[src/hdl/dphy_rx_pkg.sv]
package dphy_rx_pkg;

// one payload byte as delivered by the lane.
typedef logic [7:0] byte_t;

// bit position inside the 8-bit deserializer window.
typedef logic [2:0] bit_ofs_t;

// D-PHY line states seen on the LP pair, plus the HS burst itself.
typedef enum logic [2:0] {
  LP_IDLE_S, // out of reset, line not yet seen at stop state.
  LP_11_S,   // stop state.
  LP_01_S,   // hs request.
  LP_00_S,   // bridge, HS receiver settling.
  HS_S       // high speed data on the line.
} lp_state_t;

// leader sequence sent by the transmitter ahead of the payload.
// bits go out LSB first, so the line shows 0,0,0,1,1,1,0,1.
localparam byte_t sync_byte_c = 8'hB8;

endpackage

[src/hdl/dphy_ctrl_if.sv]
`timescale 1ns/1ps

// control levels shared by the lane blocks.
interface dphy_ctrl_if;

logic lp_p;        // synchronized lp line, positive leg.
logic lp_n;        // synchronized lp line, negative leg.
logic settle_run;  // fsm sits in the bridge state.
logic settle_done; // settle interval has elapsed.
logic hs_active;   // HS bits on the line are meaningful.

modport sync_mp (
  output lp_p,
  output lp_n
);

modport fsm_mp (
  input  lp_p,
  input  lp_n,
  input  settle_done,
  output settle_run,
  output hs_active
);

modport timer_mp (
  input  settle_run,
  output settle_done
);

modport aligner_mp (
  input  hs_active
);

endinterface

[src/hdl/dphy_hs_aligner.sv]
`timescale 1ns/1ps

module dphy_hs_aligner (
  input  logic               clk_i,
  input  logic               rst_i,
  input  logic               hs_data_i,
  dphy_ctrl_if.aligner_mp    ctrl,
  output logic               sync_lock_o,
  output dphy_rx_pkg::byte_t byte_o,
  output logic               byte_valid_o
);

import dphy_rx_pkg::*;

// the transmitter sends HS-zero ahead of the sync byte.
localparam byte_t hs_zero_c = 8'h00;

// newest bit enters at the top, so [15:8] is the last byte on the line.
// [7:0] holds the byte before it.
logic [15 : 0] shift_q;
logic          lock_q;
bit_ofs_t      bit_cnt_q;
bit_ofs_t      phase_q;
logic          valid_q;
logic          sync_hit;
logic          byte_end;

// sync must follow a quiet line, not a random pattern in noise.
assign sync_hit = !lock_q && ( shift_q == { sync_byte_c, hs_zero_c } );

// a byte is complete every eighth bit after the sync byte.
assign byte_end = lock_q && ( bit_cnt_q == phase_q );

// serial to parallel, flushed between bursts.
always_ff @( posedge clk_i )
  if( !ctrl.hs_active )
    shift_q <= '0;
  else
    shift_q <= { hs_data_i, shift_q[15 : 1] };

// free running bit position inside the burst.
always_ff @( posedge clk_i, posedge rst_i )
  if( rst_i )
    bit_cnt_q <= '0;
  else
    if( !ctrl.hs_active )
      bit_cnt_q <= '0;
    else
      bit_cnt_q <= bit_cnt_q + 1'b1; // wraps modulo 8.

// lock remembers where in the 8 bit cycle the sync byte ended.
always_ff @( posedge clk_i, posedge rst_i )
  if( rst_i )
    begin
      lock_q  <= 1'b0;
      phase_q <= '0;
    end
  else
    if( !ctrl.hs_active )
      begin
        lock_q  <= 1'b0;
        phase_q <= '0;
      end
    else
      if( sync_hit )
        begin
          lock_q  <= 1'b1;
          phase_q <= bit_cnt_q;
        end

always_ff @( posedge clk_i, posedge rst_i )
  if( rst_i )
    valid_q <= 1'b0;
  else
    valid_q <= ctrl.hs_active && byte_end; // single cycle strobe.

// sync byte is never copied here, first hit is 8 bits past it.
always_ff @( posedge clk_i )
  if( byte_end )
    byte_o <= shift_q[15 : 8];

// drop lock and strobe as soon as the line leaves HS.
assign sync_lock_o  = lock_q  && ctrl.hs_active;
assign byte_valid_o = valid_q && ctrl.hs_active;

endmodule

[src/hdl/dphy_lp_sync.sv]
`timescale 1ns/1ps

module dphy_lp_sync (
  input  logic        clk_i,
  input  logic        rst_i,
  input  logic        lp_p_i,
  input  logic        lp_n_i,
  dphy_ctrl_if.sync_mp ctrl
);

// the lp receivers are slow and unrelated to clk_i.
logic lp_p_d1;
logic lp_p_d2;
logic lp_n_d1;
logic lp_n_d2;

always_ff @( posedge clk_i, posedge rst_i )
  if( rst_i )
    begin
      lp_p_d1 <= 1'b0;
      lp_p_d2 <= 1'b0;
      lp_n_d1 <= 1'b0;
      lp_n_d2 <= 1'b0;
    end
  else
    begin
      lp_p_d1 <= lp_p_i;  // first stage may go metastable.
      lp_p_d2 <= lp_p_d1;
      lp_n_d1 <= lp_n_i;
      lp_n_d2 <= lp_n_d1;
    end

assign ctrl.lp_p = lp_p_d2;
assign ctrl.lp_n = lp_n_d2;

endmodule

[src/hdl/dphy_rx_lane.sv]
`timescale 1ns/1ps

module dphy_rx_lane #(
  parameter int T_SETTLE_NS = 300,
  parameter int T_CLK_NS    = 40
)(
  input  logic               clk_i,
  input  logic               rst_i,
  input  logic               lp_p_i,
  input  logic               lp_n_i,
  input  logic               hs_data_i,
  output logic               hs_active_o,
  output logic               sync_lock_o,
  output dphy_rx_pkg::byte_t byte_o,
  output logic               byte_valid_o
);

dphy_ctrl_if ctrl ();

dphy_lp_sync u_lp_sync (
  .clk_i  ( clk_i  ),
  .rst_i  ( rst_i  ),
  .lp_p_i ( lp_p_i ),
  .lp_n_i ( lp_n_i ),
  .ctrl   ( ctrl   )
);

dphy_settle_fsm u_fsm (
  .clk_i ( clk_i ),
  .rst_i ( rst_i ),
  .ctrl  ( ctrl  )
);

dphy_settle_timer #(
  .T_SETTLE_NS ( T_SETTLE_NS ),
  .T_CLK_NS    ( T_CLK_NS    )
) u_timer (
  .clk_i ( clk_i ),
  .rst_i ( rst_i ),
  .ctrl  ( ctrl  )
);

dphy_hs_aligner u_aligner (
  .clk_i        ( clk_i        ),
  .rst_i        ( rst_i        ),
  .hs_data_i    ( hs_data_i    ),
  .ctrl         ( ctrl         ),
  .sync_lock_o  ( sync_lock_o  ),
  .byte_o       ( byte_o       ),
  .byte_valid_o ( byte_valid_o )
);

assign hs_active_o = ctrl.hs_active;

endmodule

[src/hdl/dphy_settle_fsm.sv]
`timescale 1ns/1ps

module dphy_settle_fsm (
  input  logic        clk_i,
  input  logic        rst_i,
  dphy_ctrl_if.fsm_mp ctrl
);

import dphy_rx_pkg::*;

lp_state_t state_q;
lp_state_t state_d;
logic      lp_11;
logic      lp_01;
logic      lp_00;

// decoded line states, p leg first.
assign lp_11 =  ctrl.lp_p &&  ctrl.lp_n;
assign lp_01 = !ctrl.lp_p &&  ctrl.lp_n;
assign lp_00 = !ctrl.lp_p && !ctrl.lp_n;

always_ff @( posedge clk_i, posedge rst_i )
  if( rst_i )
    state_q <= LP_IDLE_S;
  else
    state_q <= state_d;

// start of transmission is 11 -> 01 -> 00, anything else stalls in place.
always_comb
  begin
    state_d = state_q;
    case( state_q )
      LP_IDLE_S:
        begin
          if( lp_11 )
            state_d = LP_11_S;
        end
      LP_11_S:
        begin
          if( lp_01 )
            state_d = LP_01_S;
        end
      LP_01_S:
        begin
          if( lp_00 )
            state_d = LP_00_S;
        end
      LP_00_S:
        begin
          if( ctrl.settle_done ) // receiver settled, trust the hs line.
            state_d = HS_S;
        end
      HS_S:
        begin
          if( lp_11 )            // stop state ends the burst.
            state_d = LP_11_S;
        end
      default:
        begin
          state_d = LP_IDLE_S;
        end
    endcase
  end

assign ctrl.settle_run = ( state_q == LP_00_S );
assign ctrl.hs_active  = ( state_q == HS_S );

endmodule

[src/hdl/dphy_settle_timer.sv]
`timescale 1ns/1ps

module dphy_settle_timer #(
  parameter int T_SETTLE_NS = 300,
  parameter int T_CLK_NS    = 40
)(
  input  logic          clk_i,
  input  logic          rst_i,
  dphy_ctrl_if.timer_mp ctrl
);

localparam int settle_ticks = T_SETTLE_NS / T_CLK_NS;
// one extra count value so a power of two tick count is reachable.
localparam int cnt_w        = ( settle_ticks > 0 ) ? $clog2( settle_ticks + 1 ) : 1;

logic [cnt_w - 1 : 0] tick_cnt;
logic                 at_limit;

assign at_limit = ( tick_cnt == cnt_w'( settle_ticks ) );

always_ff @( posedge clk_i, posedge rst_i )
  if( rst_i )
    tick_cnt <= '0;
  else
    if( !ctrl.settle_run )
      tick_cnt <= '0;              // restart on every new bridge state.
    else
      if( !at_limit )
        tick_cnt <= tick_cnt + 1'b1; // hold at the limit.

assign ctrl.settle_done = at_limit;

endmodule
[config.mk]
export PLATFORM = sky130hd
export DESIGN_NAME = dphy_rx_lane
export DESIGN_NICKNAME = d
export VERILOG_FILES = /design/src/hdl/dphy_rx_pkg.sv /design/src/hdl/dphy_ctrl_if.sv /design/src/hdl/dphy_hs_aligner.sv /design/src/hdl/dphy_lp_sync.sv /design/src/hdl/dphy_rx_lane.sv /design/src/hdl/dphy_settle_fsm.sv /design/src/hdl/dphy_settle_timer.sv
export SDC_FILE = /design/constraint.sdc
export NUM_CORES = 1
export LEC_CHECK = 0
export ABC_AREA = 1
export BUFFER_PORTS_ARGS = -buffer_cell sky130_fd_sc_hd__buf_4
export CORE_ASPECT_RATIO = 1.25
export CORE_MARGIN = 2
export CORE_UTILIZATION = 56
export DETAILED_ROUTE_END_ITERATION = 7
export GPL_TIMING_DRIVEN = 0
export PLACE_DENSITY_LB_ADDON = 0.1
export SLEW_MARGIN = 40
export SYNTH_ARGS = -nofsm -noshare
export SYNTH_HDL_FRONTEND = slang
export SYNTH_SLANG_ARGS = --single-unit
[constraint.sdc]
create_clock -name clk_i -period 2.2 [get_ports clk_i]
set_clock_uncertainty 0.1 [all_clocks]
set_input_delay 0.22 -clock clk_i [delete_from_list [all_inputs] [get_ports clk_i]]
set_output_delay 0.22 -clock clk_i [all_outputs]
set_load 0.005 [all_outputs]
### Word-level counts from Yosys, hierarchy flattened

Cells that the tools add are included.

| storage, ports and cells | value |
|---|---|
| flip-flop bits (word level) | 42 |
| latch bits | 0 |
| memory bits (writable) | 0 |
| memory bits (read-only) | 0 |
| bits of input ports | 5 |
| output and inout bits | 11 |
| logic and storage cells | 53 |
| memories kept | 0 |

| cells by class | value |
|---|---|
| add/subtract/negate cells | 2 |
| multiply operators | 0 |
| div/mod/pow operators | 0 |
| $lt $le $gt $ge | 0 |
| equality and inequality tests | 13 |
| shift-type cells | 0 |
| muxes and demuxes | 12 |
| bitwise logic cells | 0 |
| reductions and logical operators | 14 |

Operators with widths:

| cell | number |
|---|---|
| 3-bit 2-to-1 mux | 9 |
| 16-bit == test (second input constant) | 1 |
| 3-bit one-hot mux with 4 select lines | 1 |
| 1-bit logical AND | 8 |
| 3-bit by 1-bit adder with 3-bit output (second input constant) | 2 |
| 3-bit by 2-bit == test with 1-bit output (second input constant) | 2 |
| 3-bit == test (second input constant) | 2 |
| 2-bit by 1-bit inequality test with 1-bit output (second input constant) | 3 |
| 2-bit inequality test (second input constant) | 3 |
| 4-bit AND reduction | 1 |
| 3-bit by 1-bit == test with 1-bit output (second input constant) | 1 |
| 3-bit == test | 1 |
| 1-bit zero test | 3 |
| 3-bit zero test | 1 |
| 1-bit 2-to-1 mux | 2 |
| 2-bit OR reduction | 1 |

### Longest topological paths before layout

| depth | value |
|---|---|
| depth after elaboration | 4 |
| mapped depth | 7 |
| depth with buffers taken out | 7 |

### Modules after synthesis

A second synthesis with hierarchy kept.

| unflattened totals | value |
|---|---|
| cells, all modules | 187 |
| area total of the unflattened synthesis | 1671.6 µm² |

By module, submodules not included:

| module | instances | cells an instance | area an instance (µm²) | seq. area each (µm²) |
|---|---|---|---|---|
| dphy_hs_aligner | 1 | 128 | 1192.4 | 760.7 |
| dphy_settle_fsm | 1 | 37 | 222.7 | 75.1 |
| dphy_settle_timer | 1 | 17 | 152.6 | 75.1 |
| dphy_lp_sync | 1 | 5 | 103.8 | 100.1 |

### Worst setup path after synthesis

Ideal clock, no wire load.

| path | value |
|---|---|
| path type | register -> register |
| from | register u_aligner.bit_cnt_q[0] |
| to | register u_aligner.byte_o[0] (enable) |
| setup time | 0.383 ns |
| arrival | 1.236 ns |
| path slack | 0.480 ns |
| cell stages (with the launch flop) | 5 |
| clock period less this slack | 1.720 ns |
| cells stage by stage | dfrtp_1 -> inv_1 -> or2_2 -> nand3_1 -> nor3_1 |

| on the way | value |
|---|---|
| word-level cells in the longest chain between the ends | 2 |

RTL lines:

| element | line | source |
|---|---|---|
| start: declaration | dphy_hs_aligner.sv:22 | `bit_ofs_t bit_cnt_q;` |
| start signal: assignment | dphy_hs_aligner.sv:49 | `bit_cnt_q <= bit_cnt_q + 1'b1;` |
| 3-bit == test | dphy_hs_aligner.sv:32 | `assign byte_end = lock_q && ( bit_cnt_q == phase_q );` |
| 1-bit logical AND | dphy_hs_aligner.sv:32 |  |
| named net u_aligner.byte_end | dphy_hs_aligner.sv:26 | `logic byte_end;` |
| end signal: assignment | dphy_hs_aligner.sv:80 | `byte_o <= shift_q[15 : 8];` |
| end: declaration | dphy_hs_aligner.sv:9 | `output dphy_rx_pkg::byte_t byte_o,` |

The timed path passes the listed nets, and every way through them passes these cells.
A chain may end at the register's enable or synchronous reset.

### Worst setup path after layout

| path | value |
|---|---|
| from | register u_fsm.state_q[1] |
| to | output port byte_valid_o |

| on the way | value |
|---|---|
| word-level cells in the longest chain between the ends | 2 |

RTL lines:

| element | line | source |
|---|---|---|
| start: declaration | dphy_settle_fsm.sv:11 | `lp_state_t state_q;` |
| start signal: assignment | dphy_settle_fsm.sv:26 | `state_q <= state_d;` |
| 3-bit == test | dphy_settle_fsm.sv:66 | `assign ctrl.hs_active = ( state_q == HS_S );` |
| 1-bit logical AND | dphy_hs_aligner.sv:84 | `assign byte_valid_o = valid_q && ctrl.hs_active;` |
| end: declaration | dphy_rx_lane.sv:15 | `output logic byte_valid_o` |

Every way passes these cells.

==> results.txt <==
- WL/cell: 10.54 um
* Post-DP HPWL: 1713 um
* Crit path setup slack, layout: 262.3 ps
* Setup Viol. Count Final: 0
* H-tree levels: 2
* Placeable core region: 2680 sq um
- Number of hold-slack violations in the final timing report: 0
- TritonCTS built the clock tree.
* Die outline height: 63.18 um
- The worst setup path is captured at an output pin.
- Outcome: completed
- Placement row count: 21
- During placement, the flow inserted port buffers numbering 15.
- The critical path is of the flip-flop to output pin type.
* Max Transition Viols Final: 0
* Synth Register Bits: 42
- Post-CTS timing repair inserted 0 buffers for setup.
* Final setup TNS: 0 ps
- Static timing analysis puts the maximum clock frequency at 516.1 MHz.
* Detailed-route wire length: 2372 um
- Headroom to the max-slew limit: 55.85%
* Met3 Wirelength: 106 um
- Residual overflow from global routing: 0
* Wire length of the first global-routing pass: 4360 um
- Critical path arrival: 1620 ps
- The die covers 3244 sq um.
* Util after Layout: 69.09%
* Initial DRC count: 12
- Signal routing reaches up to met4.
- The later pin in the worst-skew pair is clocked with a latency of 350 ps.
- Counting every net in the synthesized netlist gives 172.
- Final antenna diode count: 0
- The Yosys step of the flow raised 0 warnings.
- Total of hold buffers inserted after clock tree synthesis: 4
* Resize count post-CTS: 0
- Hold crit path type: flip-flop to flip-flop
- Maximum fanout along the worst path: 10
- Die boundary width: 51.35 um
- Initial core utilization: 58.54%
- Sequential fraction of the synthesis area: 64.43%
- Across the run, the number of max-cap violations was 0.
- The netlist uses 24 different library cells.
* Cell at the root of the clock tree: sky130_fd_sc_hd__clkbuf_4
- Total global-route track usage: 18.45%
- Entering global routing, the biggest net connects 19 pins.
- Slew at the pin closest to its max-slew limit: 661.6 ps
- Final Critical Period: 1938 ps
- Total power: 1.542 mW
* CTS buffer count: 5
- Antenna violations before repair: 0
- Worst hold path cell count: 0
* Routability congestion estimate from global placement: 0.7430
- Dividing total power by cell area gives a power density of 832.5 nW/um^2.
- In this run the static leakage power is 0.8141 nW.
- For the worst setup path, the data required time is 1880 ps.
* Synth top area cells: sky130_fd_sc_hd__dfrtp_1 29%, sky130_fd_sc_hd__dfxtp_1 20%, sky130_fd_sc_hd__edfxtp_1 15%
* R2r setup slk: 550 ps
* Number of nets in the layout: 198
- Cell type with the highest aggregate area in the netlist: sky130_fd_sc_hd__dfrtp_1
- For this run, design rule violations remaining after detail routing come to 0.
* Clock tree sinks: 42
- Count of boundary I/O pins: 16
- The first TritonRoute pass finished after 4 iterations.
* Setup WS pre-CTS: 522.1 ps
* Crit path launch type: flip-flop
* Routed length on met2: 1159 um
* Drt via density: 4.840
- The average instance in the mapped netlist occupies 9.567 sq um.
- Tcrit/Tclk final: 88.08%
- Worst reg2reg startpoint: u_aligner.bit_cnt_q[0]$_DFF_PP0_
* Gate count after technology mapping: 164
- Via count of the routed design: 1089
* R2R depth: 4
- Post-Route M1 WL: 1047 um
- Fraction of final layout cells sized beyond drive strength 1: 18.32%
* Startpoint of the tightest hold check path: u_lp_sync.lp_n_d1$_DFF_PP0_
* Clock transition at path regs: 110 ps
- From synthesis to final layout, the design area changed by 18.02%.
- The most critical setup path has its startpoint at u_fsm.state_q[1]$_DFFE_PP0P_.
- Peak VDD IR: 0.5872 mV
- Setup repair after global routing missed its margin: no
- Terminating pin of the worst hold path: u_lp_sync.ctrl.lp_n$_DFF_PP0_
* Combined area of all synthesized cells: 1569 sq um
* Antenna Violating Nets Remaining: 0
* Number of global-route vias before repair: 1045
- In this run the critical register-to-register path is captured at u_aligner.byte_o[6]$_DFFE_PP_.
* Buffers from clock root to sink, at most: 2
* Top cell type's share of synthesized area: 28.71%
-- routing by layer --
metal / track usage, % / up-vias
li1: - / 550
met1: 22.58 / 509
met2: 28.73 / 22
met3: 5.213 / 8
met4: 10.86 / 0
met5: 0 / -
-- synth_stat cells, drive strengths merged --
cell type and n:
or2 2, nor3 4, nand3 8, dfrtp 18, dfxtp 16, inv 32
edfxtp 8, buf 2, xnor2 1, nor2 33, nor4 1, ha 3
o21ai 6, nand2 25, a21oi 3, xor2 1, nand4 1
-- worst max path at each step --
stage                                                to  slack (ps)  cells after the start
after global routing                       byte_valid_o         100                      5
final                                      byte_valid_o         260                      5
after global placement    u_aligner.byte_o[0]$_DFFE_PP_         240                      4
after floorplan           u_aligner.byte_o[0]$_DFFE_PP_         480                      4
after detailed placement  u_aligner.byte_o[2]$_DFFE_PP_         520                      4
after CTS                                  byte_valid_o         230                      5
-- metrics by stage --
| stage | instances | instance area [sq um] | hold slack [ps] |
|---|---|---|---|
| final | 225 | 1852 | 261.5 |
| after global routing | 225 | 1852 | 267.6 |
| after CTS | 225 | 1852 | 264.8 |
| after detailed placement | 213 | 1729 | 232.1 |
| after global placement | 213 | 1724 | 229.4 |
| after floorplan | 164 | 1569 | 58.57 |
-- final cells by class --
type / instances / area (sq um)
sequential: 42 / 1011
buffer: 2 / 10.01
timing repair buffer: 19 / 152.6
clock inverter: 3 / 45.04
multi-input combinational: 88 / 432.9
tap: 34 / 42.54
clock buffer: 5 / 37.54
inverter: 32 / 120.1
fill: 217 / 828.3
-- logic make-up (layout without fill, tap and decap cells) --
| kind of cell | count (synthesis) | count (layout) | synth area share (%) |
|---|---|---|---|
| flops | 42 | 42 | 64.43 |
| simple gates | 74 | 74 | 20.66 |
| xor+xnor | 2 | 2 | 1.117 |
| compound gates | 9 | 9 | 3.110 |
| fa+ha+maj | 3 | 3 | 2.393 |
| buf+inv | 34 | 61 | 8.293 |
-- critical path: stages, from the launching register on --
cell,delay (ps)
sky130_fd_sc_hd__dfrtp_1,470
sky130_fd_sc_hd__nor2_2,190
sky130_fd_sc_hd__nand2_2,150
sky130_fd_sc_hd__buf_2,220
sky130_fd_sc_hd__nor2_1,120
sky130_fd_sc_hd__buf_4,120
-- flip-flops by register name (all words and copies together) (netlist names), 3 cells and up --
signal,count
u_aligner.byte_o,8
u_timer.tick_cnt,3
u_aligner.bit_cnt_q,3
u_aligner.phase_q,3
u_aligner.shift_q,16
u_fsm.state_q,3
-- power breakdown --
part / total [mW] / internal (mW) / switching [mW]
Sequential: 0.864 / 0.824 / 0.0406
Clock: 0.481 / 0.238 / 0.243
Combinational: 0.196 / 0.0759 / 0.120
-- placed cells by master (no fill, tap or decap), types with 2 or more instances in the layout --
cell and n:
sky130_fd_sc_hd__clkbuf_4 5, sky130_fd_sc_hd__o21ai_0 5, sky130_fd_sc_hd__dlygate4sd3_1 4, sky130_fd_sc_hd__clkinvlp_4 2, sky130_fd_sc_hd__nand2_2 3, sky130_fd_sc_hd__nor3_1 2
sky130_fd_sc_hd__nor3_2 2, sky130_fd_sc_hd__dfxtp_1 16, sky130_fd_sc_hd__buf_2 2, sky130_fd_sc_hd__buf_4 15, sky130_fd_sc_hd__edfxtp_1 8, sky130_fd_sc_hd__nand2_1 22
sky130_fd_sc_hd__nand3_1 8, sky130_fd_sc_hd__inv_1 31, sky130_fd_sc_hd__ha_1 3, sky130_fd_sc_hd__a21oi_1 2, sky130_fd_sc_hd__nor2_1 32, sky130_fd_sc_hd__dfrtp_1 18
(Power assumes the default switching activity.)
